--- config.mk ---
export PLATFORM = sky130hd
export DESIGN_NAME = dtl_arbiter
export DESIGN_NICKNAME = d
export VERILOG_FILES = /design/src/verilog/gm_pkg.sv /design/src/verilog/dtl_arbiter.sv
export SDC_FILE = /design/constraint.sdc
export NUM_CORES = 1
export LEC_CHECK = 0
export BUFFER_PORTS_ARGS = -buffer_cell sky130_fd_sc_hd__buf_2
export CORE_AREA = 5 5 120 122
export DETAILED_ROUTE_END_ITERATION = 12
export DIE_AREA = 0 0 125 127
export SLEW_MARGIN = 5
export SYNTH_ARGS = -nofsm -noshare
export SYNTH_HDL_FRONTEND = slang
export SYNTH_SLANG_ARGS = --single-unit
--- constraint.sdc ---
create_clock -name clk -period 1.8 [get_ports clk]
set_input_delay 0.36 -clock clk [delete_from_list [all_inputs] [get_ports clk]]
set_output_delay 0.36 -clock clk [all_outputs]
set_load 0.02 [all_outputs]
--- src/verilog/gm_pkg.sv ---
package gm_pkg;

	// ------------------------------
	// DTL bus widths
	// ------------------------------

	localparam int dtl_data_width = 32;
	localparam int dtl_addr_width = 32;
	localparam int dtl_num_enables = dtl_data_width / 8;

	// low address bits that pick a byte inside a word
	localparam int dtl_byte_offset = 2;

	// ------------------------------
	// opcodes and states
	// ------------------------------

	// read is 1, as on the DTL read/write line
	typedef enum logic
	{
		dtl_write = 1'b0,
		dtl_read = 1'b1
	} dtl_op_e;

	typedef enum logic [1:0]
	{
		ctrl_idle = 2'd0,
		ctrl_read = 2'd1,
		ctrl_respond = 2'd2
	} ctrl_state_e;

	// ------------------------------
	// channel payloads
	// ------------------------------

	// single beat command, write data rides along
	typedef struct packed
	{
		dtl_op_e op;
		logic [dtl_addr_width-1:0] addr;
		logic [dtl_data_width-1:0] wr_data;
		logic [dtl_num_enables-1:0] wr_mask;
	} dtl_req_t;

	typedef struct packed
	{
		logic [dtl_data_width-1:0] rd_data;
	} dtl_rsp_t;

endpackage

--- src/verilog/dtl_arbiter.sv ---
`timescale 1ns/100ps

module dtl_arbiter
(
	input  logic clk,
	input  logic rst_n,

	// slave side, index 0 is the host port and index 1 the accelerator
	input  gm_pkg::dtl_req_t [1:0] in_req,
	input  logic [1:0] in_cmd_valid,
	output logic [1:0] in_cmd_accept,
	output gm_pkg::dtl_rsp_t [1:0] in_rsp,
	output logic [1:0] in_rd_valid,
	input  logic [1:0] in_rd_accept,

	// master side towards the memory
	output gm_pkg::dtl_req_t out_req,
	output logic out_cmd_valid,
	input  logic out_cmd_accept,
	input  gm_pkg::dtl_rsp_t out_rsp,
	input  logic out_rd_valid,
	output logic out_rd_accept
);

	// read outstanding, held until its response transfers
	logic lock;
	// port that owns the outstanding read
	logic owner;
	// winner of the last contended grant
	logic last_port;
	logic sel;
	logic contended;
	logic cmd_fire;
	logic rsp_fire;

	// ------------------------------
	// grant
	// ------------------------------

	assign contended = in_cmd_valid[0] && in_cmd_valid[1];

	always_comb
	begin
		if (contended)
			sel = ~last_port;
		else
			sel = in_cmd_valid[1];
	end

	assign out_req = in_req[sel];
	assign out_cmd_valid = !lock && in_cmd_valid[sel];

	assign cmd_fire = out_cmd_valid && out_cmd_accept;
	assign rsp_fire = out_rd_valid && out_rd_accept;

	// accept stays up on an idle port unless the other one holds the grant
	always_comb
	begin
		for (int i = 0; i < 2; i++)
		begin
			in_cmd_accept[i] = !lock && out_cmd_accept
				&& (sel == 1'(i) || !in_cmd_valid[sel]);
		end
	end

	// ------------------------------
	// response routing
	// ------------------------------

	always_comb
	begin
		for (int i = 0; i < 2; i++)
		begin
			in_rd_valid[i] = lock && out_rd_valid && (owner == 1'(i));
			in_rsp[i] = (owner == 1'(i)) ? out_rsp : '0;
		end
	end

	assign out_rd_accept = lock && in_rd_accept[owner];

	always_ff @(posedge clk)
	begin
		if (!rst_n)
		begin
			lock <= 1'b0;
			owner <= 1'b0;
			// host wins the first contended grant
			last_port <= 1'b1;
		end
		else
		begin
			if (cmd_fire && out_req.op == gm_pkg::dtl_read)
			begin
				lock <= 1'b1;
				owner <= sel;
			end
			else if (rsp_fire)
				lock <= 1'b0;

			if (cmd_fire && contended)
				last_port <= sel;
		end
	end

endmodule

==> flow_summary.yaml, run 1 <==
timing:
  rsz0062_at_grt: "yes"
  finalCriticalPeriod_ps: 1950
  min_period_over_period: 1.08
  worst_clock_skew_ps: 0.861
  maxSlewHeadroom: 0.795
  slew_viol_final: 0
  tightestPinTransition_ps: 308
  setup_ws_ps: -152
  final_hold_viol_count: 0
  fmax_ghz: 0.512
  setup_viol_count_final: 69
floorplanning:
  initial_core_util: 0.115
  die_area_sq_mm: 0.0159
  row_count: 42
  core_sq_mm: 0.0131
  ios: 317
  die_x_microns: 125
  die_h_microns: 127
min_path:
  min_to: "last_port"
  whs_path_depth: 2
  hp-class: "input pin to flip-flop"
  min_from: "rst_n"
synth:
  syn-num-nets: 353
  ys_seq_area_frac: 0.0399
  netlist_instances: 175
  syn_area_sq_mm: 0.00150
  ys_warn_count: 0
  synth_cell_types: 24
  ys_ff_latch: 3
  syn_avg_cell_area_sq_um: 8.59
placed_design:
  dp_hpwl_microns: 8830
  placed_area_sq_mm: 0.00327
  port_buffers: 316
  gp_congestion: 0.871
grt:
  grt_max_degree: 39
  first_global_vias: 2640
  grt_overflow: 0
  track_usage: 0.114
  antenna_found_initial: 3
  grt_pass1_wl_microns: 14500
power:
  power_density_mw_per_mm2: 421
  power.leakage_uw: 0.00201
  peakVddDrop_mv: 0.195
cts:
  cts_buffer_depth: 2
  hold_buffers: 0
  cts_root_buf: "clkbuf_16"
  cts_buffers: 3
  cts_tree: "built"
  cts.clk_slew.worst_paths_ps: 30
  clk_latency_ps: 220
  cts_num_sinks: 3
  htree_levels: 1
setup_path:
  r2r-end: "lock"
  required_ps: 1440
  critical_path.max_fanout: 6
  reg2reg_depth: 5
  r2r-start: "last_port"
  cp.arrival_ps: 1590
  end_kind: "output port"
  cpMaxStageDelayCell: "dfxtp_2"
  crit_top_cell: "buf_6"
  cp_slowest_stage_delay_ps: 330
  critical-path-top-delay-family: "buffers and inverters"
  cp.buffers_inverters: 4
  critical_path.cell_chain: "a21boi_4 > buf_6 > buf_6 > clkbuf_16 > mux2_2 > buf_2"
  critical_path_class: "flip-flop to output port"
  r2r_slack_ps: 480
  cp.depth: 6
  startpoint_type: "flip-flop"
final_layout:
  fin_area_sq_mm: 0.00357
  layout_common_cells: "buf_2 (299), mux2_2 (63), nor2b_1 (34)"
  drive_above_1_share: 0.820
  filler_cell_count: 1430
  fin_nets: 674
  final_common_cell: "buf_2"
  post-route-util: 0.273
  area.growth.synth_to_final_pct: 137
drt:
  vias: 2582
  finalWirelength_microns: 10400
  routed_via_density: 3.84
  ant_nets: 0
  drt-initial-drc-count: 39
  routedWlPerCell_microns: 15.4
  drt_pass1_iterations: 4
  drc: 0
run:
  maxCapViolCount: 0
status:
  status: "finished, violations left"
  violations: "setup timing"
## cells in the mapped netlist
library cell  count  area share
nand4b_1          1      0.0058
and3_1            1      0.0042
nor2_1            4       0.010
nor3b_1           1      0.0050
and2_1           32        0.13
clkbuf_1          6       0.015
mux2i_1           1      0.0067
o2bb2ai_1         1      0.0058
o21ai_0           1      0.0033
mux2_4            1       0.010
a21boi_1          1      0.0050
nand3_1           1      0.0033
or3_1             1      0.0042
clkbuf_2          1      0.0033
o41ai_1           1      0.0058
dfxtp_1           3       0.040
inv_1             1      0.0025
nand2b_1          2      0.0083
a21oi_1           1      0.0033
nand2_1           3      0.0075
nor2b_1          34        0.14
buf_6             8       0.060
mux2_2           68        0.51
a21boi_2          1      0.0075
## per-stage QoR
step	hold slack, ps	cells	worst slack, ps	total power, uW	TNS (ps)
finish	352	672	-152	1500	-7680
global route	362	672	-189	1590	-11050
CTS	347	669	-132	1490	-7520
detailed placement	556	658	-93.9	1070	-4010
global placement	550	658	-93.2	1070	-3450
floorplan	432	175	257	640	0
## power by group
group	total (uW)	switching (uW)	leakage [uW]	internal, uW
logic	1070	557	0.00195	516
registers	80.6	9.13	0.0000246	71.5
clock network	350	58.2	0.0000382	292
## routing by layer
layer / track usage / vias to the layer above / routed length [microns]
met1: 0.124 / 1143 / 3850
met4: 0.0134 / 4 / 33
li1: - / 1245 / -
met2: 0.212 / 184 / 5200
met5: 0 / - / 21
met3: 0.0480 / 6 / 1270
## how the worst max path moves through the flow
stage	startpoint	endpoint	slack (ps)
2_1_floorplan	in_cmd_valid[1]	out_req[0]	260
3_3_place_gp	in_cmd_valid[0]	out_req[41]	-90
3_5_place_dp	in_cmd_valid[0]	out_req[41]	-90
4_1_cts	last_port	out_req[42]	-130
5_1_grt	last_port	out_req[45]	-190
6_report	last_port	out_req[62]	-150
## worst register-to-register path, stage by stage (launching register included)
cell,delay [ps]
dfxtp_2,330
a21boi_4,160
buf_4,150
buf_12,130
mux2_4,310
o2bb2ai_1,120
## cell families (layout without fill, tap and decap cells)
group	Yosys count	in the layout	synth area share
AO/OA/AOI/OAI	6	6	0.0308
buffers and inverters	16	336	0.0807
flip-flops	3	3	0.0399
multiplexers	70	70	0.526
other	0	1	0
AND/OR/NAND/NOR	80	80	0.323
## layout make-up
class,instances,area [sq um],area share
timing repair buffer,331,1850,0.519
multi-input combinational,156,1350,0.378
tap,176,220,0.0617
clock buffer,4,78.8,0.0221
sequential,3,62.6,0.0175
inverter,1,3.75,0.00105
antenna,1,2.50,0.000701
## timing repair
| item | CTS | global route |
|---|---|---|
| buffers inserted | 5 | 2 |
| resized for setup | 21 | 15 |
| setup endpoints to repair | 69 | 69 |
| gates cloned | 2 | 2 |
## flip-flops by register name (all words and copies together) (netlist names)
name / cells
last_port: 1
lock: 1
owner: 1
No activity file was read; power rests on OpenSTA's default activity.
==> run 2: changes to the inputs <==
- CORE_AREA: 5 5 120 122 -> 2 2 124 126
- DIE_AREA: 0 0 125 127 -> 0 0 126 128
- SLEW_MARGIN: 5 -> 10
==> run 2 against run 1 <==
  * The run still ends with setup timing left
  * Utilization down 3.5 points
  * Via count down 1.7%
  * Worst setup slack gained 23 ps
  * Non-clock buffer count rose by 6
  * Routed wire length fell by 5.1%
  * Fmax grew 1.2%
  * First-iteration DRC count down 10%
  * Highest routed layer is now met4
==> flow_summary.yaml, run 2 (synthesis gave the netlist of run 1 again) <==
drt:
  routed_via_density: 3.68
  finalWirelength_microns: 9840
  drt-initial-drc-count: 35
  drc: 0
  ant_nets: 0
  drt_pass1_iterations: 2
  vias: 2538
  routedWlPerCell_microns: 14.3
cts:
  cts_num_sinks: 3
  cts_tree: "built"
  cts_root_buf: "clkbuf_16"
  htree_levels: 1
  cts.clk_slew.worst_paths_ps: 40
  cts_buffer_depth: 2
  cts_buffers: 3
  clk_latency_ps: 230
grt:
  grt_pass1_wl_microns: 13300
  first_global_vias: 2360
  antenna_found_initial: 0
  grt_max_degree: 34
  grt_overflow: 0
  track_usage: 0.109
timing:
  final_hold_viol_count: 0
  finalCriticalPeriod_ps: 1930
  rsz0062_at_grt: "yes"
  fmax_ghz: 0.518
  slew_viol_final: 0
  setup_ws_ps: -129
  worst_clock_skew_ps: 8.58
  min_period_over_period: 1.07
  tightestPinTransition_ps: 317
  setup_viol_count_final: 64
  maxSlewHeadroom: 0.788
setup_path:
  end_kind: "output port"
  cp-endpoint: "out_req[63]"
  critical_path_class: "flip-flop to output port"
  r2r_slack_ps: 330
  reg2reg_depth: 6
  critical_path.max_fanout: 11
  r2r-end: "owner"
  startpoint_type: "flip-flop"
  crit_start: "last_port"
  cp.arrival_ps: 1570
  r2r-start: "last_port"
  required_ps: 1440
floorplanning:
  row_count: 45
  die_x_microns: 126
  ios: 317
  initial_core_util: 0.101
  die_h_microns: 128
  core_sq_mm: 0.0149
  die_area_sq_mm: 0.0161
placed_design:
  port_buffers: 316
  gp_congestion: 0.769
  dp_hpwl_microns: 9190
  place_inst: 683
status:
  violations: "setup timing"
  status: "finished, violations left"
final_layout:
  post-route-util: 0.238
  fin_cells: 689
  layout_common_cells: "buf_2 (301), mux2_2 (67), nor2b_1 (34)"
  area.growth.synth_to_final_pct: 135
  final_common_cell: "buf_2"
  fin_nets: 680
  drive_above_1_share: 0.822
  diodes: 0
  largest_registers: "last_port (1), lock (1), owner (1)"
power:
  power_density_mw_per_mm2: 425
  peakVddDrop_mv: 0.189
  power.leakage_uw: 0.00200
  total_power_uw: 1500
run:
  maxCapViolCount: 0
min_path:
  hp-class: "input pin to flip-flop"
run 2: critical path, cell delays in order (launching register included):
cell and delay (ps):
dfxtp_2 330, a21boi_4 160, buf_12 160, buf_6 140, mux2_2 360, buf_4 170
run 2: power breakdown:
group          switching (uW)  internal [uW]  leakage [uW]
Sequential               6.65           71.3     0.0000246
Combinational             551            501       0.00194
Clock                    80.1            294     0.0000382
Total                     638            866       0.00200
run 2: how the worst min path moves through the flow:
stage | startpoint | cells past startpoint | endpoint | slack [ps]
after floorplan | rst_n | 1 | last_port | 430
after global placement | last_port | 2 | last_port | 550
after detailed placement | last_port | 2 | last_port | 550
after CTS | rst_n | 2 | last_port | 360
after global routing | rst_n | 2 | last_port | 370
final | rst_n | 2 | last_port | 350
run 2: area by class of cell:
type                       instances  area [sq um]
multi-input combinational        156          1330
clock buffer                       4          78.8
sequential                         3          62.6
fill                            1668         11300
tap                              188           235
inverter                           1          3.75
timing repair buffer             337          1830
run 2: through the flow:
| step | setup TNS (ps) | hold WS, ps | worst slack (ps) | cell area (sq um) |
|---|---|---|---|---|
| after floorplan | 0 | 432 | 257 | 1500 |
| after global placement | -2360 | 549 | -141 | 3390 |
| after global routing | -9300 | 367 | -193 | 3540 |
| after detailed placement | -3240 | 553 | -150 | 3390 |
| final | -5650 | 353 | -129 | 3540 |
| after CTS | -6930 | 362 | -165 | 3530 |
run 2: routing by layer:
metal  share of wire  track usage  up-vias
met5               0            0        -
met4          0.0056       0.0213        0
met3            0.10       0.0334        2
met2            0.57        0.233      177
met1            0.32       0.0999     1107
li1                -            -     1252
run 2: what timing repair did:
| item | 4_1_cts | 5_1_grt |
|---|---|---|
| resized for setup | 16 | 4 |
| hold buffers | 0 | 0 |
| endpoints found under the hold margin | 0 | 0 |
| setup endpoints to repair | 68 | 70 |
| buffers inserted | 3 | 0 |
