File: config.mk
export PLATFORM = sky130hd
export DESIGN_NAME = dtl_sram_controller
export DESIGN_NICKNAME = d
export VERILOG_FILES = /design/src/verilog/gm_pkg.sv /design/src/verilog/dtl_sram_controller.sv
export SDC_FILE = /design/constraint.sdc
export NUM_CORES = 1
export LEC_CHECK = 0
export ABC_CLOCK_PERIOD_IN_PS = 1800
export BUFFER_PORTS_ARGS = -buffer_cell sky130_fd_sc_hd__buf_2
export CAP_MARGIN = 20
export CORE_MARGIN = 4
export CORE_UTILIZATION = 31
export CTS_CLUSTER_SIZE = 30
export DETAILED_ROUTE_END_ITERATION = 16
export PLACE_DENSITY_LB_ADDON = 0.05
export SETUP_SLACK_MARGIN = 0.02
export SLEW_MARGIN = 20
export SYNTH_ARGS = -nofsm -noshare
export SYNTH_HDL_FRONTEND = slang
export SYNTH_SLANG_ARGS = --single-unit
File: constraint.sdc
create_clock -name clk -period 1.8 [get_ports clk]
set_input_delay 0.27 -clock clk [delete_from_list [all_inputs] [get_ports clk]]
set_output_delay 0.27 -clock clk [all_outputs]
set_load 0.02 [all_outputs]
File: src/verilog/gm_pkg.sv
package gm_pkg;

	// ------------------------------
	// DTL bus widths
	// ------------------------------

	localparam int dtl_data_width = 32;
	localparam int dtl_addr_width = 32;
	localparam int dtl_num_enables = dtl_data_width / 8;

	// low address bits that pick a byte inside a word
	localparam int dtl_byte_offset = 2;

	// ------------------------------
	// opcodes and states
	// ------------------------------

	// read is 1, as on the DTL read/write line
	typedef enum logic
	{
		dtl_write = 1'b0,
		dtl_read = 1'b1
	} dtl_op_e;

	typedef enum logic [1:0]
	{
		ctrl_idle = 2'd0,
		ctrl_read = 2'd1,
		ctrl_respond = 2'd2
	} ctrl_state_e;

	// ------------------------------
	// channel payloads
	// ------------------------------

	// single beat command, write data rides along
	typedef struct packed
	{
		dtl_op_e op;
		logic [dtl_addr_width-1:0] addr;
		logic [dtl_data_width-1:0] wr_data;
		logic [dtl_num_enables-1:0] wr_mask;
	} dtl_req_t;

	typedef struct packed
	{
		logic [dtl_data_width-1:0] rd_data;
	} dtl_rsp_t;

endpackage

File: src/verilog/dtl_sram_controller.sv
`timescale 1ns/100ps

module dtl_sram_controller
#(
	parameter int unsigned mem_addr_width = 8
)
(
	input  logic clk,
	input  logic rst_n,

	// slave side from the isolator
	input  gm_pkg::dtl_req_t in_req,
	input  logic in_cmd_valid,
	output logic in_cmd_accept,
	output gm_pkg::dtl_rsp_t in_rsp,
	output logic in_rd_valid,
	input  logic in_rd_accept,

	// RAM side
	output logic [gm_pkg::dtl_num_enables-1:0] ram_we,
	output logic [mem_addr_width-1:0] ram_addr,
	output logic [gm_pkg::dtl_data_width-1:0] ram_wr_data,
	input  logic [gm_pkg::dtl_data_width-1:0] ram_rd_data
);

	gm_pkg::ctrl_state_e state;
	gm_pkg::ctrl_state_e state_next;
	gm_pkg::dtl_rsp_t rsp_q;
	logic cmd_fire;

	assign in_cmd_accept = (state == gm_pkg::ctrl_idle);
	assign cmd_fire = in_cmd_valid && in_cmd_accept;

	// ------------------------------
	// RAM access
	// ------------------------------

	// word index, byte offset dropped
	assign ram_addr = in_req.addr[gm_pkg::dtl_byte_offset +: mem_addr_width];
	assign ram_wr_data = in_req.wr_data;
	assign ram_we = (cmd_fire && in_req.op == gm_pkg::dtl_write) ? in_req.wr_mask : '0;

	// ------------------------------
	// FSM
	// ------------------------------

	always_comb
	begin
		state_next = state;
		case (state)
			gm_pkg::ctrl_idle:
				if (cmd_fire && in_req.op == gm_pkg::dtl_read)
					state_next = gm_pkg::ctrl_read;
			gm_pkg::ctrl_read:
				state_next = gm_pkg::ctrl_respond;
			gm_pkg::ctrl_respond:
				if (in_rd_accept)
					state_next = gm_pkg::ctrl_idle;
			default:
				state_next = gm_pkg::ctrl_idle;
		endcase
	end

	always_ff @(posedge clk)
	begin
		if (!rst_n)
			state <= gm_pkg::ctrl_idle;
		else
			state <= state_next;
	end

	// RAM output is valid one cycle after the accept
	always_ff @(posedge clk)
	begin
		if (state == gm_pkg::ctrl_read)
			rsp_q.rd_data <= ram_rd_data;
	end

	assign in_rsp = rsp_q;
	assign in_rd_valid = (state == gm_pkg::ctrl_respond);

endmodule

==> impl_metrics.yaml, run 1 <==
synth:
  ys_ff_latch: 34
  synthCells: 85
  synth_warnings: 0
  ys_seq_area_share_pct: 72.40
  synth_nets: 190
  avgSynthCellArea_um2: 16.27
  synth_area_um2: 1383
  synth_cell_types: 11
setup_path:
  worstPathMaxFanout: 5
  crit_path_end_kind: "primary output"
  crit_path_end: "ram_we[0]"
  timing.rr.start: "state[0]$_SDFFE_PN0P_"
  r2r_cells: 2
  crit_start: "state[1]$_SDFFE_PN0P_"
  start_kind: "flip-flop"
  r2r_setup_slack_ps: 590
  reg2reg_to: "in_rsp[31]$_DFFE_PN_"
  path_class: "flip-flop to primary output"
  crit_required_ps: 1530
  cp_data_arrival_time_ps: 1310
cts:
  path_clk_slew_ps: 70
  cts_repair_resize_count: 0
  cts_tree: "built"
  post_cts_buffers: 0
  clock-root-buffer: "clkbuf_8"
  cts_buffers: 5
  clockBufferDepth: 2
  hold_buffers: 0
  insertion_delay_ps: 270
  htree_levels: 2
  numClockSinks: 34
die:
  die_y_um: 74.78
  io_pins: 183
  std_cell_rows: 24
  die_area_um2: 5592
  start_util_pct: 31.97
  dieWidth_um: 74.78
  coreArea_um2: 4324
route:
  vias: 780
  drtAntennaViolNets: 0
  dr.pass1.iters: 2
  totalWireLength_mm: 2.944
  drtIter0Drc: 37
  drt-vias-per-instance: 4.216
  avgRoutedWirePerCell_um: 15.91
  drc: 0
placed_design:
  place_area_um2: 1553
  hpwl_mm: 2.425
  gp_congestion: 0.6220
  port_buffers: 78
timing:
  finalHoldViolCount: 0
  worst_pin_slew_ps: 315.3
  fin_crit_sh_pct: 87.54
  slew_viol_final: 0
  fmax_mhz: 634.6
  whs_ps: 164.3
  finalClockSkew_ps: 4.816
  finalSetupViolCount: 0
  relSlewSlack_pct: 78.98
  setup_tns_ps: 0
  finalCriticalPeriod_ps: 1576
  rsz0062_at_grt: "false"
run:
  drv_cap: 0
power_and_ir_drop:
  ir_drop_mv: 0.2779
  power_density_nw_per_um2: 1013
  power_leakage_nw: 0.7170
final_layout:
  layout-drive-gt1-share_pct: 65.41
  antennaDiodeCount: 0
  area_delta_synth_final_pct: 20.00
  stdcell_area_um2: 1659
  fin_nets: 237
  utilization_pct: 38.37
global_route:
  grt_max_degree: 25
  antenna_found_initial: 0
  grt_pass1_wl_mm: 4.015
  grtUsageTotal_pct: 9.913
  grt-ovfl-total: 0
  first_global_vias: 808
hold_path:
  worstHoldPathType: "input port to flip-flop"
outcome:
  status: "finished, final reports clean"
==> worst min-delay path by stage <==
stage	slack, ps	from	endpoint	cells after the start
global placement	450	ram_rd_data[31]	in_rsp[31]$_DFFE_PN_	1
CTS	150	ram_rd_data[16]	in_rsp[16]$_DFFE_PN_	1
detailed placement	450	ram_rd_data[16]	in_rsp[16]$_DFFE_PN_	1
finish	160	ram_rd_data[16]	in_rsp[16]$_DFFE_PN_	1
floorplan	370	ram_rd_data[0]	in_rsp[0]$_DFFE_PN_	0
global route	140	ram_rd_data[28]	in_rsp[28]$_DFFE_PN_	1
==> synth_stat cells <==
cell type	count	area share, %
buf_4	40	22
nor3b_1	1	0.54
and2b_1	1	0.54
dfxtp_1	2	2.9
and4_1	1	0.63
nor2_1	1	0.27
o21a_1	1	0.54
nor4b_2	1	1.1
nor2b_1	1	0.45
edfxtp_1	32	70
and2_1	4	1.8
==> cell families (layout without fill, tap and decap cells) <==
logic type / Yosys count / in the layout / share of synthesized area [%]
flops: 34 / 34 / 72.40
buf+inv: 40 / 88 / 21.72
simple gates: 10 / 10 / 5.339
compound gates: 1 / 1 / 0.5432
==> power breakdown <==
group / internal (mW) / switching, mW
Clock: 0.414 / 0.247
Combinational: 0.0545 / 0.0682
Sequential: 0.892 / 0.00616
==> flip-flops by register name, summed over array words and instances (netlist names) <==
signal	flops
in_rsp	32
state	2
==> area by class of cell <==
cell class                 count  area [um2]
tap                           52       65.06
clock inverter                 1       30.03
timing repair buffer          80       405.4
sequential                    34        1001
multi-input combinational     11       81.33
fill                         462        2665
clock buffer                   7       76.32
==> layer usage <==
layer	global-route usage (%)	routed length [um]	part of all wire, %	vias up
met3	8.011	524	18	18
li1	-	-	-	348
met5	0	0	0	-
met2	14.44	1369	47	73
met1	9.890	968	33	341
met4	5.731	82	2.8	0
==> critical path: stages (launching register included) <==
cell and delay [ps]:
dfxtp_1 340, nor4b_2 360, and2_1 170, buf_2 160
==> per-stage QoR <==
stage | instances | total power [mW] | setup slack, ps
4_1_cts | 185 | 1.712 | 191.7
5_1_grt | 185 | 1.758 | 114.5
3_5_place_dp | 177 | 1.042 | 501.6
2_1_floorplan | 85 | 1.097 | 246.2
6_report | 185 | 1.681 | 224.2
3_3_place_gp | 177 | 1.038 | 524.5
==> cell usage in the layout (no fill, tap or decap), types with 2 or more instances in the layout <==
cell type,n
and2_1,4
buf_2,78
buf_4,2
clkbuf_1,2
clkbuf_8,5
dfxtp_1,2
edfxtp_1,32
No activity file was read; power rests on OpenSTA's default activity.
==> run 2, diff against run 1 <==
ABC_AREA = 1   (was default)
RECOVER_POWER = 50   (was default)
==> impl_metrics.yaml, run 2 <==
timing:
  fin_crit_sh_pct: 78.39
  relSlewSlack_pct: 84.56
  finalSetupViolCount: 0
  finalClockSkew_ps: 6.712
  rsz0062_at_grt: "false"
  fmax_mhz: 708.7
  worst_pin_slew_ps: 231.3
  finalHoldViolCount: 0
  slew_viol_final: 0
  whs_ps: 159.9
  finalCriticalPeriod_ps: 1411
  setup_tns_ps: 0
route:
  dr.pass1.iters: 2
  avgRoutedWirePerCell_um: 14.78
  drc: 0
  drtIter0Drc: 6
  totalWireLength_mm: 2.868
  vias: 807
  drtAntennaViolNets: 0
  drt-vias-per-instance: 4.160
synth:
  synth_edf_count: 32
  ys_ff_latch: 34
  ys_async_sr_fraction_pct: 0
  ys.flop_type: "edfxtp_1"
  ys_seq_area_share_pct: 70.61
  synth_cell_types: 11
  avgSynthCellArea_um2: 14.92
  ys_top_cells_by_count: "buf_4, edfxtp_1, inv_1"
  synth_warnings: 0
  synth_nets: 200
  synth.area.top_cells: "edfxtp_1, buf_4, dfxtp_1, inv_1, nor2_2"
  synthCells: 95
  synth_top_area_cell: "edfxtp_1"
  synth_top_area_share_pct: 67.78
  synth_area_um2: 1418
  synth_most_common_cell: "buf_4"
cts:
  hold_buffers: 0
  post_cts_buffers: 0
  cts_buffers: 5
  cts_tree: "built"
  numClockSinks: 34
  path_clk_slew_ps: 70
  clock-root-buffer: "clkbuf_8"
  clockBufferDepth: 2
  htree_levels: 2
  cts_repair_resize_count: 0
  insertion_delay_ps: 280
die:
  die_area_um2: 5719
  io_pins: 183
  start_util_pct: 32.33
  std_cell_rows: 24
  dieWidth_um: 75.63
  coreArea_um2: 4384
  die_y_um: 75.63
placed_design:
  gp_congestion: 0.7080
  port_buffers: 78
  hpwl_mm: 2.371
  post-place-cells: 186
outcome:
  status: "finished, final reports clean"
power_and_ir_drop:
  power_leakage_nw: 0.7483
  power_density_nw_per_um2: 927.1
  combPwrFrac_pct: 8.5
  internal-power_mw: 1.213
  ir_drop_mv: 0.2442
  power_frac_seq_pct: 57.7
  clockPowerShare_pct: 33.8
  fin_total_pwr_mw: 1.556
  p_sw_share_pct: 21.99
  p_switching_uw: 342.1
final_layout:
  area_delta_synth_final_pct: 18.36
  layout-drive-gt1-share_pct: 64.79
  layout_commonest_cell: "buf_2"
  nFillCells: 443
  layout.cells.non_filler: 194
  largest_register_ffs: 32
  antennaDiodeCount: 0
  final_cell_mix: "buf_2, edfxtp_1, inv_1"
  fin_nets: 246
setup_path:
  crit_required_ps: 1530
  cp_data_arrival_time_ps: 1140
  crit_path_end_kind: "primary output"
  start_kind: "flip-flop"
  worstPathMaxFanout: 4
  path_class: "flip-flop to primary output"
  cpLargestDelayFamily: "simple AND/OR/NAND/NOR gates"
  critPathBufInv: 1
  worst_path_max_delay_cell: "dfxtp_1"
  cpPeakStageDelay_ps: 340
  crit_chain: "nor2_4 -> nand3b_4 -> nor2_2 -> buf_2"
hold_path:
  worstHoldPathType: "input port to flip-flop"
global_route:
  antenna_found_initial: 0
  grt_pass1_wl_mm: 3.898
  first_global_vias: 762
  grt_max_degree: 29
  grt-ovfl-total: 0
  grtUsageTotal_pct: 9.613
run:
  drv_cap: 0
==> run 2: cell types whose count changed after synthesis, sizes merged, moves of 2 or more <==
cell | previous run | this run
and2 | 4 | 0
inv | 0 | 9
nand3 | 0 | 2
nor2 | 1 | 7
==> run 2: kinds of logic (layout without fill, tap and decap cells) <==
group	count (synthesis)	in the layout	synth area share (%)
AND/OR/NAND/NOR	11	11	5.472
AO/OA/AOI/OAI	1	1	0.3527
flip-flops	34	34	70.61
buffers and inverters	49	96	23.57
==> run 2: power by group through the flow <==
stage,logic [mW],clock network (mW),registers (mW)
floorplan,0.162,0,0.943
global placement,0.135,0,0.915
detailed placement,0.136,0,0.915
CTS,0.136,0.554,0.898
global route,0.146,0.580,0.899
finish,0.133,0.525,0.898
==> run 2: stage by stage <==
step	utilization [%]	setup slack [ps]	cell area [um2]
finish	38.27	389.0	1678
global route	38.27	296.3	1678
CTS	38.27	364.3	1678
detailed placement	36.33	539.3	1593
global placement	36.33	559.4	1593
floorplan	-	301.5	1418
==> run 2: path summary, 6_finish.rpt <==
path                    startpoint                    end  slack (ps)  cells past startpoint
max          state[1]$_SDFFE_PN0P_              ram_we[2]         390                      4
max reg2reg  state[0]$_SDFFE_PN0P_    in_rsp[8]$_DFFE_PN_         560                      3
min reg2reg  state[1]$_SDFFE_PN0P_  state[1]$_SDFFE_PN0P_         530                      2
min                 ram_rd_data[2]    in_rsp[2]$_DFFE_PN_         160                      1
==> run 2: cell type report <==
class,instances,area (um2),area share [%]
multi-input cells,12,82.58,4.922
clock buffers,5,68.82,4.101
flip-flops and latches,34,1001,59.66
repair buffers,79,410.4,24.46
well taps,52,65.06,3.878
inverters,9,33.78,2.013
clock inverters,3,16.27,0.9694
==> run 2: metal layers <==
metal,up-vias,GRT usage [%],share of wire [%]
met5,-,0,0
li1,363,-,-
met1,350,8.779,33
met4,0,6.214,2.3
met2,82,14.38,46
met3,12,8.047,19
==> run 3, diff against run 2 <==
ABC_AREA = 0   (was 1)
ABC_CLOCK_PERIOD_IN_PS = 1210   (was 1800)
CORE_UTILIZATION = 28   (was 31)
clock period = 1.21 ns   (was 1.8 ns; I/O delays follow)
==> impl_metrics.yaml, run 3 (synthesis gave the netlist of run 1 again) <==
cts:
  cts_tree: "built"
  path_clk_slew_ps: 70
  hold_buffers: 0
  cts_buffers: 5
  clock-root-buffer: "clkbuf_8"
  insertion_delay_ps: 280
  htree_levels: 2
  numClockSinks: 34
  clockBufferDepth: 2
global_route:
  antenna_found_initial: 0
  grt_pass1_wl_mm: 4.705
  first_global_vias: 845
  grt_max_degree: 24
  grt-ovfl-total: 0
  grtUsageTotal_pct: 10.34
die:
  io_pins: 183
  coreArea_um2: 4755
  dieWidth_um: 78.27
  die_y_um: 78.27
  die_area_um2: 6126
  start_util_pct: 29.08
  std_cell_rows: 25
timing:
  finalClockSkew_ps: 4.483
  setup_ws_ps: -180.7
  rsz0062_at_grt: "true"
  fmax_mhz: 719.1
  finalSetupViolCount: 4
  finalCriticalPeriod_ps: 1391
  worst_pin_slew_ps: 238.1
  slew_viol_final: 0
  fin_crit_sh_pct: 114.9
  relSlewSlack_pct: 84.06
  setup_tns_ps: -707.2
  finalHoldViolCount: 0
hold_path:
  hold_depth: 1
  hold_start: "ram_rd_data[8]"
  whs_endpoint: "in_rsp[8]$_DFFE_PN_"
  worstHoldPathType: "input port to flip-flop"
route:
  met3_length_um: 507
  drtAntennaViolNets: 0
  vias: 790
  wl_met1_um: 917
  dr.pass1.iters: 3
  drc: 0
  dr.max_layer_used: "met4"
  drtIter0Drc: 55
  drt-vias-per-instance: 3.930
  totalWireLength_mm: 3.214
  dr_wl_met2_mm: 1.659
  avgRoutedWirePerCell_um: 15.99
placed_design:
  hpwl_mm: 2.599
  place_ws_ps: 4.146
  gp_congestion: 0.6501
  port_buffers: 78
power_and_ir_drop:
  power_density_nw_per_um2: 1478
  fin_total_pwr_mw: 2.607
  power_leakage_nw: 0.7455
  ir_drop_mv: 0.4748
setup_path:
  worstPathMaxFanout: 4
  timing.rr.start: "state[1]$_SDFFE_PN0P_"
  r2r_cells: 2
  path_class: "flip-flop to primary output"
  cp_data_arrival_time_ps: 1210
  start_kind: "flip-flop"
  r2r_setup_slack_ps: 80
  crit_required_ps: 1030
  crit_path_end_kind: "primary output"
  reg2reg_to: "in_rsp[21]$_DFFE_PN_"
final_layout:
  final-seq-area_um2: 1003
  area_delta_synth_final_pct: 27.60
  layout-drive-gt1-share_pct: 69.40
  final_cell_mix: "buf_2, edfxtp_1, clkbuf_8"
  layout_commonest_cell: "buf_2"
  fin_nets: 238
  antennaDiodeCount: 0
  largest_register_ffs: 32
  multi_input_area_um2: 100.1
  nFillCells: 488
outcome:
  status: "complete, but fails checks"
  violations: "negative setup slack"
run:
  drv_cap: 0
-- run 3: cell count changes in the layout (fill, tap and decap cells not counted), moves of 4 or more --
cell	delta
inv_1	-9
buf_2	-6
buf_4	+5
and2_1	+4
nor2_2	-4
-- run 3: critical path: stages, from the launching register on --
cell and delay, ps:
dfxtp_2 340, nor4b_4 290, and2_1 170, buf_4 130
-- run 3: power by group --
part	total (mW)	leakage (nW)	switching (mW)	internal, mW
clock network	1.06	0.0585	0.389	0.671
logic	0.210	0.377	0.108	0.102
registers	1.34	0.310	0.00982	1.33
-- run 3: cell type report --
class	count	share of cell area, %
clock buffers	7	4.894
clock inverters	1	1.702
multi-input cells	11	5.674
flip-flops and latches	34	56.88
well taps	67	4.752
repair buffers	81	26.10
-- run 3: how the worst max path moves through the flow --
stage / endpoint / start / cells past startpoint
2_1_floorplan: in_rsp[0]$_DFFE_PN_ / state[1]$_SDFFE_PN0P_ / 1
3_3_place_gp: ram_we[2] / state[1]$_SDFFE_PN0P_ / 3
3_5_place_dp: ram_we[0] / state[1]$_SDFFE_PN0P_ / 3
4_1_cts: ram_we[2] / state[0]$_SDFFE_PN0P_ / 3
5_1_grt: ram_we[3] / state[0]$_SDFFE_PN0P_ / 3
6_report: ram_we[3] / state[0]$_SDFFE_PN0P_ / 3
-- run 3: per-layer routing --
layer | vias to the layer above | global-route usage [%]
li1 | 349 | -
met1 | 340 | 8.181
met2 | 82 | 18.15
met3 | 19 | 6.651
met4 | 0 | 7.168
met5 | - | 0
-- run 3: repair_timing --
item	CTS	global route
resized for setup	9	4
buffers inserted	0	0
endpoints found under the setup margin	6	6
pin swaps	3	1
-- run 3: per-stage QoR --
stage | utilization, % | area, um2 | std cells | hold slack [ps]
4_1_cts | 36.84 | 1752 | 201 | 58.12
3_5_place_dp | 33.79 | 1607 | 193 | 359.9
5_1_grt | 37.11 | 1764 | 201 | 50.11
2_1_floorplan | - | 1385 | 85 | 280.4
3_3_place_gp | 33.79 | 1607 | 193 | 358.9
6_report | 37.11 | 1764 | 201 | 71.71
