===== src/verilog/gm_pkg.sv =====
package gm_pkg;

	// ------------------------------
	// DTL bus widths
	// ------------------------------

	localparam int dtl_data_width = 32;
	localparam int dtl_addr_width = 32;
	localparam int dtl_num_enables = dtl_data_width / 8;

	// low address bits that pick a byte inside a word
	localparam int dtl_byte_offset = 2;

	// ------------------------------
	// opcodes and states
	// ------------------------------

	// read is 1, as on the DTL read/write line
	typedef enum logic
	{
		dtl_write = 1'b0,
		dtl_read = 1'b1
	} dtl_op_e;

	typedef enum logic [1:0]
	{
		ctrl_idle = 2'd0,
		ctrl_read = 2'd1,
		ctrl_respond = 2'd2
	} ctrl_state_e;

	// ------------------------------
	// channel payloads
	// ------------------------------

	// single beat command, write data rides along
	typedef struct packed
	{
		dtl_op_e op;
		logic [dtl_addr_width-1:0] addr;
		logic [dtl_data_width-1:0] wr_data;
		logic [dtl_num_enables-1:0] wr_mask;
	} dtl_req_t;

	typedef struct packed
	{
		logic [dtl_data_width-1:0] rd_data;
	} dtl_rsp_t;

endpackage


===== src/verilog/dtl_address_isolator.sv =====
`timescale 1ns/100ps

module dtl_address_isolator
#(
	parameter logic [gm_pkg::dtl_addr_width-1:0] range_low = '0,
	parameter logic [gm_pkg::dtl_addr_width-1:0] range_high = 32'd1023
)
(
	input  logic clk,
	input  logic rst_n,

	// slave side from the arbiter
	input  gm_pkg::dtl_req_t in_req,
	input  logic in_cmd_valid,
	output logic in_cmd_accept,
	output gm_pkg::dtl_rsp_t in_rsp,
	output logic in_rd_valid,
	input  logic in_rd_accept,

	// master side towards the memory controller
	output gm_pkg::dtl_req_t out_req,
	output logic out_cmd_valid,
	input  logic out_cmd_accept,
	input  gm_pkg::dtl_rsp_t out_rsp,
	input  logic out_rd_valid,
	output logic out_rd_accept
);

	logic in_range;
	// local zero response for an out-of-range read
	logic pending;
	logic local_read;

	// ------------------------------
	// address window
	// ------------------------------

	assign in_range = (in_req.addr >= range_low) && (in_req.addr <= range_high);

	assign out_req = in_req;
	assign out_cmd_valid = in_cmd_valid && in_range && !pending;

	// out-of-range commands are swallowed right away
	always_comb
	begin
		if (pending)
			in_cmd_accept = 1'b0;
		else if (in_range)
			in_cmd_accept = out_cmd_accept;
		else
			in_cmd_accept = 1'b1;
	end

	assign local_read = in_cmd_valid && in_cmd_accept && !in_range
		&& in_req.op == gm_pkg::dtl_read;

	// ------------------------------
	// response side
	// ------------------------------

	assign in_rd_valid = pending || out_rd_valid;
	assign in_rsp = pending ? '0 : out_rsp;
	assign out_rd_accept = in_rd_accept && !pending;

	always_ff @(posedge clk)
	begin
		if (!rst_n)
			pending <= 1'b0;
		else if (local_read)
			pending <= 1'b1;
		else if (pending && in_rd_accept)
			pending <= 1'b0;
	end

endmodule


===== config.mk =====
export PLATFORM = sky130hd
export DESIGN_NAME = dtl_address_isolator
export DESIGN_NICKNAME = d
export VERILOG_FILES = /design/src/verilog/gm_pkg.sv /design/src/verilog/dtl_address_isolator.sv
export SDC_FILE = /design/constraint.sdc
export NUM_CORES = 1
export LEC_CHECK = 0
export BUFFER_PORTS_ARGS = -buffer_cell sky130_fd_sc_hd__buf_2
export CAP_MARGIN = 10
export CORE_AREA = 2 2 83 85
export DETAILED_ROUTE_END_ITERATION = 16
export DIE_AREA = 0 0 85 87
export GPL_ROUTABILITY_DRIVEN = 0
export PLACE_DENSITY = 0.64
export SLEW_MARGIN = 20
export SYNTH_ARGS = -nofsm -noshare
export SYNTH_HDL_FRONTEND = slang
export SYNTH_SLANG_ARGS = --single-unit

===== constraint.sdc =====
create_clock -name clk -period 2 [get_ports clk]
set_input_delay 0.4 -clock clk [delete_from_list [all_inputs] [get_ports clk]]
set_output_delay 0.4 -clock clk [all_outputs]
set_load 0.01 [all_outputs]

==> run_results.csv, run 1 <==
group,metric,value,unit
logic_synthesis,ys_ff_latch,1,
worst_hold_path,worstHoldStart,"rst_n",
routing,vias,901,
logic_synthesis,synth-seq-area-share,2.31,%
pwr,cellPowerDensity,245,nW/um^2
sta,slew_headroom,83.7,%
final_layout,antennaDiodeCount,0,
global_routing,overflow,0,
pwr,max-vdd-ir-drop,0.000109,V
clocking,ctsHoldBuffers,0,
routing,wirelength,3420,um
routing,drt-wirelength-per-cell,13.7,um
routing,drtIter0Drc,1,
logic_synthesis,netlist-cell-type-count,15,
routing,dr.pass1.iters,2,
final_layout,regArea,20.0,um^2
logic_synthesis,synthCells,121,
sta,slew_violations,0,
logic_synthesis,syn_nets,228,
outcome,status,"completed",
pwr,power,0.271,mW
final_layout,layout.nets,278,
floorplan,fp-row-count,30,
global_routing,grt_max_degree,39,
worst_setup_path,worst_ep_arrival_time,1.57,ns
logic_synthesis,netlist_area,868,um^2
clocking,clock_latency,0,ns
floorplan,die_h,87,um
routing,drc,0,
final_layout,fillerInstances,746,
worst_setup_path,timing.rr.start,"pending$_SDFFE_PN0P_",
worst_setup_path,required,1.60,ns
clocking,clk_pin_slew,0,ns
floorplan,dieWidth,85,um
sta,finalCritPeriodShare,98.4,%
final_layout,max_flop_register,"pending",
floorplan,initial_utilization,13.2,%
sta,worst_pin_slew,0.243,ns
place,port_buffers,119,
worst_setup_path,cp-startpoint,"in_req[47]",
sta,hold_viol,0,
worst_setup_path,path_class,"primary input to output pin",
global_routing,grt_usage,7.93,%
final_layout,top_regs,"pending x1",
floorplan,coreArea,6570,um^2
sta,fin_worst_skew,0,ns
place,hpwl,3080,um
final_layout,drive_above_1_share,75.7,%
worst_setup_path,cp_max_fo,3,
logic_synthesis,yosys_warnings,0,
floorplan,die_area,7400,um^2
global_routing,grt_pass1_wl,4600,um
sta,fmax,508,MHz
job,cap_viol_max_count,0,
final_layout,largest_reg_flops,1,
routing,ant_nets,0,
global_routing,grt_pass1_vias,903,
routing,viasPerCell,3.62,
logic_synthesis,avgSynthCellArea,7.18,um^2
pwr,leakage,0.621,nW
final_layout,multi_input_area,354,um^2
sta,post-route-min-period,1.97,ns
sta,setup_viol,0,
final_layout,finish.utilization,16.9,%
global_routing,antenna_found_initial,1,
worst_hold_path,worstHoldPathType,"primary input to register",
floorplan,num_io_pins,212,
sta,rsz0062_at_grt,"yes",
worst_setup_path,crit_path_end_kind,"output pin",
final_layout,area_growth,27.5,%
worst_setup_path,cp-start-kind,"primary input",
-- Yosys cell counts, drive strengths merged --
library cell / n / share of area (%)
nor4: 5 / 5.3
or4: 1 / 1.3
dfxtp: 1 / 2.3
and3b: 1 / 1.0
nand3b: 1 / 0.86
buf: 69 / 60
nor2b: 33 / 24
or2: 1 / 0.72
o21ai: 1 / 0.58
inv: 1 / 0.43
nand4b: 1 / 1.0
clkbuf: 4 / 1.7
a21oi: 1 / 0.58
nand4: 1 / 0.72
-- cell families (layout without fill, tap and decap cells) --
kind of cell	after synthesis	in the layout	synth area share, %
flops	1	1	2.31
simple gates	44	44	34.7
buf+inv	74	122	61.8
compound gates	2	2	1.15
-- path summary, 6_finish.rpt --
path | slack, ns | endpoint | cells past startpoint
max | 0.03 | out_cmd_valid | 5
min | 0.67 | pending$_SDFFE_PN0P_ | 3
max reg2reg | 1.15 | pending$_SDFFE_PN0P_ | 3
min reg2reg | 0.68 | pending$_SDFFE_PN0P_ | 3
-- per-stage QoR --
| stage | TNS, ns | hold WS [ns] | worst slack (ns) | area, um^2 | std cells |
|---|---|---|---|---|---|
| finish | 0 | 0.669 | 0.0320 | 1110 | 249 |
| global route | -0.0414 | 0.731 | -0.0414 | 1110 | 249 |
| CTS | 0 | 0.681 | 0.00906 | 1080 | 249 |
| detailed placement | -0.114 | 0.678 | -0.0909 | 1060 | 249 |
| global placement | -0.0405 | 0.658 | -0.0405 | 1060 | 249 |
| floorplan | 0 | 0.546 | 0.276 | 868 | 121 |
-- layout by cell type, fill, tap and decap left out --
| cell | instances |
|---|---|
| nand3b_1 | 1 |
| inv_1 | 1 |
| buf_6 | 1 |
| dfxtp_1 | 1 |
| nor2b_1 | 33 |
| buf_4 | 1 |
| nand4_1 | 1 |
| nor4_4 | 3 |
| a21oi_1 | 1 |
| or4_4 | 1 |
| and3b_1 | 1 |
| o21ai_1 | 1 |
| or2_2 | 1 |
| buf_12 | 1 |
| nand4b_1 | 1 |
| nor4_2 | 2 |
| buf_2 | 118 |
-- critical path: stages --
cell and delay, ns:
buf_2 0.10, or4_4 0.56, nor4_4 0.19, and3b_1 0.19
buf_2 0.12
-- cell type report --
cell class	instances	area share (%)
inverter	1	0.339
multi-input combinational	46	32.0
sequential	1	1.81
tap	80	9.04
timing repair buffer	121	56.8
-- power by group --
group          internal (mW)  switching [mW]
combinational          0.123           0.126
clock                      0               0
sequential            0.0216        0.000969
-- timing repair --
item / 4_1_cts / 5_1_grt
gates resized for setup: 3 / 5
buffers inserted: 0 / 0
pin swaps: 0 / 3
setup endpoints to repair: 2 / 2
-- metal layers --
metal / GRT usage (%) / up-vias / wire (um)
met3: 3.98 / 20 / 576
met5: 0 / - / 0
met4: 2.89 / 0 / 130
li1: - / 407 / -
met1: 7.29 / 380 / 1100
met2: 15.0 / 94 / 1610
Power figures use the tool's default switching activity.
==> inputs of run 2 (changes only) <==
--- a/config.mk
+++ b/config.mk
@@ -7,11 +7,13 @@
 export LEC_CHECK = 0
 export BUFFER_PORTS_ARGS = -buffer_cell sky130_fd_sc_hd__buf_2
 export CAP_MARGIN = 10
-export CORE_AREA = 2 2 83 85
+export CELL_PAD_IN_SITES_DETAIL_PLACEMENT = 0
+export CELL_PAD_IN_SITES_GLOBAL_PLACEMENT = 2
+export CORE_ASPECT_RATIO = 0.7
+export CORE_UTILIZATION = 10
 export DETAILED_ROUTE_END_ITERATION = 16
-export DIE_AREA = 0 0 85 87
 export GPL_ROUTABILITY_DRIVEN = 0
-export PLACE_DENSITY = 0.64
+export PLACE_DENSITY = 0.95
 export SLEW_MARGIN = 20
 export SYNTH_ARGS = -nofsm -noshare
 export SYNTH_HDL_FRONTEND = slang
==> run 2 against run 1 <==
  * Die area up 23%
  * The run now ends with negative setup slack left
  * Sequential share of layout area down 0.073 points
  * Worst setup slack worse by 0.12 ns
  * Sequential cell count unchanged
  * Worst hold slack better by 0.0081 ns
  * Core utilization down 3.2 points
  * Largest cell class unchanged
==> run_results.csv, run 2 (synthesis results as in run 1) <==
group,metric,value,unit
outcome,status,"finished with violations",
outcome,violations,"negative setup slack",
sta,worst_slack,-0.0863,ns
routing,dr.pass1.iters,4,
pwr,power,0.260,mW
worst_setup_path,timing.rr.start,"pending$_SDFFE_PN0P_",
final_layout,finish.utilization,13.7,%
routing,drtIter0Drc,7,
worst_setup_path,cp-start-kind,"primary input",
routing,wirelength,2620,um
final_layout,top_regs,"pending x1",
clocking,clock_latency,0,ns
worst_setup_path,path_class,"primary input to output pin",
place,port_buffers,119,
sta,fin_worst_skew,0,ns
final_layout,area_growth,32.9,%
final_layout,layout.nets,284,
global_routing,grtUsageMet3,1.82,%
global_routing,use_met2,7.12,%
worst_setup_path,crit_path_end_kind,"output pin",
routing,drt-wirelength-per-cell,8.87,um
sta,setup_viol,2,
pwr,seqPwrFrac,10.1,%
place,hpwl,2330,um
worst_setup_path,critical-path-max-stage-delay,0.55,ns
floorplan,fp-row-count,28,
worst_setup_path,cp_max_fo,3,
global_routing,overflow,0,
floorplan,coreArea,8440,um^2
sta,fmax,479,MHz
pwr,switching_share,43.9,%
floorplan,initial_utilization,10.3,%
global_routing,grt_pass1_wl,3330,um
sta,rsz0062_at_grt,"yes",
global_routing,grt_max_degree,18,
pwr,intPower,0.146,mW
clocking,clk_pin_slew,0,ns
floorplan,dieWidth,113,um
routing,vias,858,
worst_setup_path,r2r_slack,0.78,ns
worst_setup_path,path_cells,"buf_6 -> or4_4 -> nor4_4 -> and3b_1 -> buf_2",
floorplan,die_area,9070,um^2
worst_setup_path,r2r-end,"pending$_SDFFE_PN0P_",
routing,drc,0,
global_routing,met1_usage,6.00,%
worst_setup_path,crit_end,"out_cmd_valid",
pwr,max-vdd-ir-drop,0.0000490,V
final_layout,antennaDiodeCount,0,
pwr,leakage,0.645,nW
pwr,power.switching,0.114,mW
global_routing,grt_usage,4.57,%
place,place_ws,-0.162,ns
pwr,cellPowerDensity,225,nW/um^2
worst_setup_path,cpMaxStageDelayCell,"or4_4",
final_layout,largest_reg_flops,1,
floorplan,num_io_pins,212,
sta,worst_pin_slew,0.470,ns
final_layout,max_flop_register,"pending",
sta,post-route-min-period,2.09,ns
job,cap_viol_max_count,0,
sta,fin_setup_tns,-0.117,ns
pwr,p_comb_share,89.9,%
routing,viasPerCell,2.91,
global_routing,top_usage_layer,"met2",
pwr,pwr-share-clk,0,%
place,dpl_cell_area,1130,um^2
final_layout,final_common_cell,"buf_2",
floorplan,die_h,80.0,um
sta,hold_viol,0,
worst_setup_path,reg2regPathDepth,3,
worst_setup_path,cp-startpoint,"in_req[65]",
routing,ant_nets,0,
final_layout,instances_no_fill,295,
final_layout,layout_common_cells,"buf_2, nor2b_1, buf_4",
worst_setup_path,worst_ep_arrival_time,1.69,ns
global_routing,grt_pass1_vias,691,
sta,hold_ws,0.677,ns
worst_setup_path,required,1.60,ns
global_routing,antenna_found_initial,0,
final_layout,stdcell_area,1150,um^2
worst_hold_path,worstHoldPathType,"primary input to register",
sta,slew_violations,0,
clocking,ctsHoldBuffers,0,
sta,finalCritPeriodShare,104,%
place,placed_cells,294,
final_layout,drive_above_1_share,74.3,%
sta,slew_headroom,68.6,%
-- run 2: changes by cell type in the layout (fill, tap and decap cells not counted), sizes merged --
cell / previous run / this run
buf: 121 / 127
-- run 2: cell type report --
type | count | area, um^2
Fill cell | 975 | 7290
Timing Repair Buffer | 127 | 668
Multi-Input combinational cell | 46 | 312
Tap cell | 120 | 150
Sequential cell | 1 | 20.0
Inverter | 1 | 3.75
-- run 2: critical path: cells and delay by family --
| kind | cells | cell delay (ns) |
|---|---|---|
| buffers and inverters | 2 | 0.21 |
| AND/OR/NAND/NOR | 3 | 1.07 |
-- run 2: worst min path at each step --
stage | from | end | cells past startpoint | slack, ns
6_report | rst_n | pending$_SDFFE_PN0P_ | 3 | 0.68
5_1_grt | rst_n | pending$_SDFFE_PN0P_ | 3 | 0.71
4_1_cts | rst_n | pending$_SDFFE_PN0P_ | 3 | 0.68
3_5_place_dp | rst_n | pending$_SDFFE_PN0P_ | 3 | 0.68
3_3_place_gp | rst_n | pending$_SDFFE_PN0P_ | 3 | 0.67
2_1_floorplan | rst_n | pending$_SDFFE_PN0P_ | 2 | 0.55
-- run 2: timing repair --
item	in CTS	in global routing
pin swaps	3	1
setup buffers	1	0
resized for setup	1	1
setup endpoints to repair	2	2
-- run 2: power by group through the flow --
stage	sequential, mW	clock [mW]	combinational (mW)
5_1_grt	0.0268	0	0.258
4_1_cts	0.0263	0	0.235
3_3_place_gp	0.0260	0	0.232
2_1_floorplan	0.0220	0	0.220
6_report	0.0262	0	0.234
3_5_place_dp	0.0262	0	0.233
-- run 2: layer usage --
metal / wire length [um] / part of all wire [%] / vias to the layer above
met4: 17 / 0.65 / 0
met3: 331 / 13 / 4
met1: 1160 / 44 / 352
met5: 0 / 0 / -
met2: 1110 / 42 / 81
li1: - / - / 421
==> inputs of run 3 (changes only) <==
--- a/config.mk
+++ b/config.mk
@@ -14,6 +14,7 @@
 export DETAILED_ROUTE_END_ITERATION = 16
 export GPL_ROUTABILITY_DRIVEN = 0
 export PLACE_DENSITY = 0.95
+export REMOVE_ABC_BUFFERS = 1
 export SLEW_MARGIN = 20
 export SYNTH_ARGS = -nofsm -noshare
 export SYNTH_HDL_FRONTEND = slang
==> run 3 against run 2 <==
  * The flow still finishes with violations (negative setup slack)
  * Critical path depth grew 1
  * Largest power group unchanged
  * Register-to-register slack gained 0.25 ns
  * Largest cell class unchanged
  * Routed wire length grew 140%
==> run_results.csv, run 3 (synthesis results as in run 1) <==
group,metric,value,unit
outcome,status,"finished with violations",
outcome,violations,"negative setup slack",
sta,setup_viol,1,
pwr,leakage,0.619,nW
final_layout,max_flop_register,"pending",
worst_setup_path,crit_path_end_kind,"output pin",
sta,finalCritPeriodShare,101,%
pwr,pwr-share-clk,0,%
routing,dr.pass1.iters,4,
worst_setup_path,cp-start-kind,"primary input",
floorplan,coreArea,8440,um^2
worst_setup_path,path_buf_inv,2,
pwr,intPower,0.143,mW
pwr,cellPowerDensity,242,nW/um^2
worst_setup_path,cpMaxStageDelayCell,"nor4_4",
clocking,clock_latency,0,ns
final_layout,layout.nets,278,
job,cap_viol_max_count,0,
final_layout,largest_reg_flops,1,
final_layout,final_common_cell,"buf_2",
worst_setup_path,path_cells,"buf_2 -> nor4_4 -> nand4_1 -> nor4_4 -> and3b_1 -> buf_2",
final_layout,antennaDiodeCount,0,
worst_setup_path,reg2regPathDepth,3,
worst_setup_path,timing.rr.start,"pending$_SDFFE_PN0P_",
sta,fin_worst_skew,0,ns
worst_hold_path,worstHoldPathType,"primary input to register",
clocking,clk_pin_slew,0,ns
sta,worst_slack,-0.0189,ns
worst_setup_path,path_delay_family,"simple AND/OR/NAND/NOR gates",
final_layout,layout_common_cells,"buf_2, nor2b_1, nor4_4",
sta,fin_setup_tns,-0.0189,ns
global_routing,grt_max_degree,36,
pwr,power.switching,0.135,mW
routing,vias,972,
global_routing,overflow,0,
place,place_ws,-0.0935,ns
floorplan,die_h,80.0,um
final_layout,area_growth,32.6,%
floorplan,die_area,9070,um^2
worst_setup_path,r2r_slack,1.03,ns
worst_setup_path,critical-path-max-stage-delay,0.31,ns
worst_setup_path,r2r-end,"pending$_SDFFE_PN0P_",
floorplan,initial_utilization,10.3,%
worst_setup_path,required,1.60,ns
routing,viasPerCell,3.36,
pwr,max-vdd-ir-drop,0.0000451,V
sta,worst_pin_slew,0.282,ns
routing,drt-wirelength-per-cell,21.9,um
sta,fmax,495,MHz
final_layout,finish.utilization,13.6,%
floorplan,fp-row-count,28,
global_routing,grt_pass1_vias,862,
pwr,switching_share,48.5,%
worst_setup_path,cp_num_cells,6,
sta,slew_violations,0,
global_routing,antenna_found_initial,0,
worst_setup_path,worst_ep_arrival_time,1.62,ns
worst_setup_path,crit_end,"out_cmd_valid",
floorplan,num_io_pins,212,
final_layout,drive_above_1_share,75.7,%
routing,ant_nets,0,
sta,rsz0062_at_grt,"yes",
sta,post-route-min-period,2.02,ns
floorplan,dieWidth,113,um
routing,drc,0,
pwr,seqPwrFrac,8.5,%
place,hpwl,5530,um
sta,hold_viol,0,
place,placed_cells,289,
final_layout,top_regs,"pending x1",
final_layout,instances_no_fill,289,
worst_setup_path,path_class,"primary input to output pin",
global_routing,grt_usage,12.7,%
routing,wirelength,6340,um
worst_setup_path,cp_max_fo,3,
sta,slew_headroom,81.1,%
place,port_buffers,119,
clocking,cts_setup_buffers,0,
pwr,p_comb_share,91.5,%
routing,drtIter0Drc,51,
global_routing,grt_pass1_wl,7600,um
worst_setup_path,cp-startpoint,"in_req[60]",
run 3: worst register-to-register path: cells and delay by family, from the launching register on:
family	cells	cell delay, ns
AND/OR/NAND/NOR	1	0.14
AO/OA/AOI/OAI	1	0.07
buffers and inverters	1	0.22
flip-flops	1	0.41
run 3: worst min path at each step:
stage / endpoint / from / cells after the start
detailed placement: pending$_SDFFE_PN0P_ / rst_n / 3
finish: pending$_SDFFE_PN0P_ / rst_n / 3
global placement: pending$_SDFFE_PN0P_ / rst_n / 3
global route: pending$_SDFFE_PN0P_ / rst_n / 3
floorplan: pending$_SDFFE_PN0P_ / rst_n / 2
CTS: pending$_SDFFE_PN0P_ / rst_n / 3
run 3: cell type report:
class | instances | area (um^2)
inverters | 1 | 3.75
flip-flops and latches | 1 | 20.0
well taps | 120 | 150
fillers | 976 | 7290
multi-input cells | 46 | 354
repair buffers | 121 | 623
run 3: power groups by stage:
| stage | Clock (mW) | Sequential, mW | Combinational, mW |
|---|---|---|---|
| 3_5_place_dp | 0 | 0.0238 | 0.249 |
| 6_report | 0 | 0.0236 | 0.255 |
| 4_1_cts | 0 | 0.0239 | 0.254 |
| 2_1_floorplan | 0 | 0.0298 | 0.0677 |
| 3_3_place_gp | 0 | 0.0239 | 0.249 |
| 5_1_grt | 0 | 0.0240 | 0.275 |
run 3: repair_timing:
item	4_1_cts	5_1_grt
gates cloned	0	0
gates resized for setup	3	3
hold endpoints to repair	0	0
hold buffers	0	0
endpoints found under the setup margin	2	2
pin swaps	1	1
run 3: stage by stage:
| step | power (mW) | hold slack, ns | instance area [um^2] |
|---|---|---|---|
| global placement | 0.272 | 0.704 | 1110 |
| finish | 0.278 | 0.691 | 1150 |
| CTS | 0.278 | 0.707 | 1130 |
| floorplan | 0.0975 | 0.546 | 335 |
| detailed placement | 0.273 | 0.707 | 1110 |
| global route | 0.299 | 0.751 | 1150 |
run 3: routing by layer:
metal / up-vias / GRT usage, % / share of wire, %
met5: - / 10.9 / 1.5
met4: 2 / 0.658 / 0.60
met3: 10 / 14.4 / 23
met2: 128 / 19.1 / 45
met1: 427 / 11.3 / 30
li1: 405 / - / -
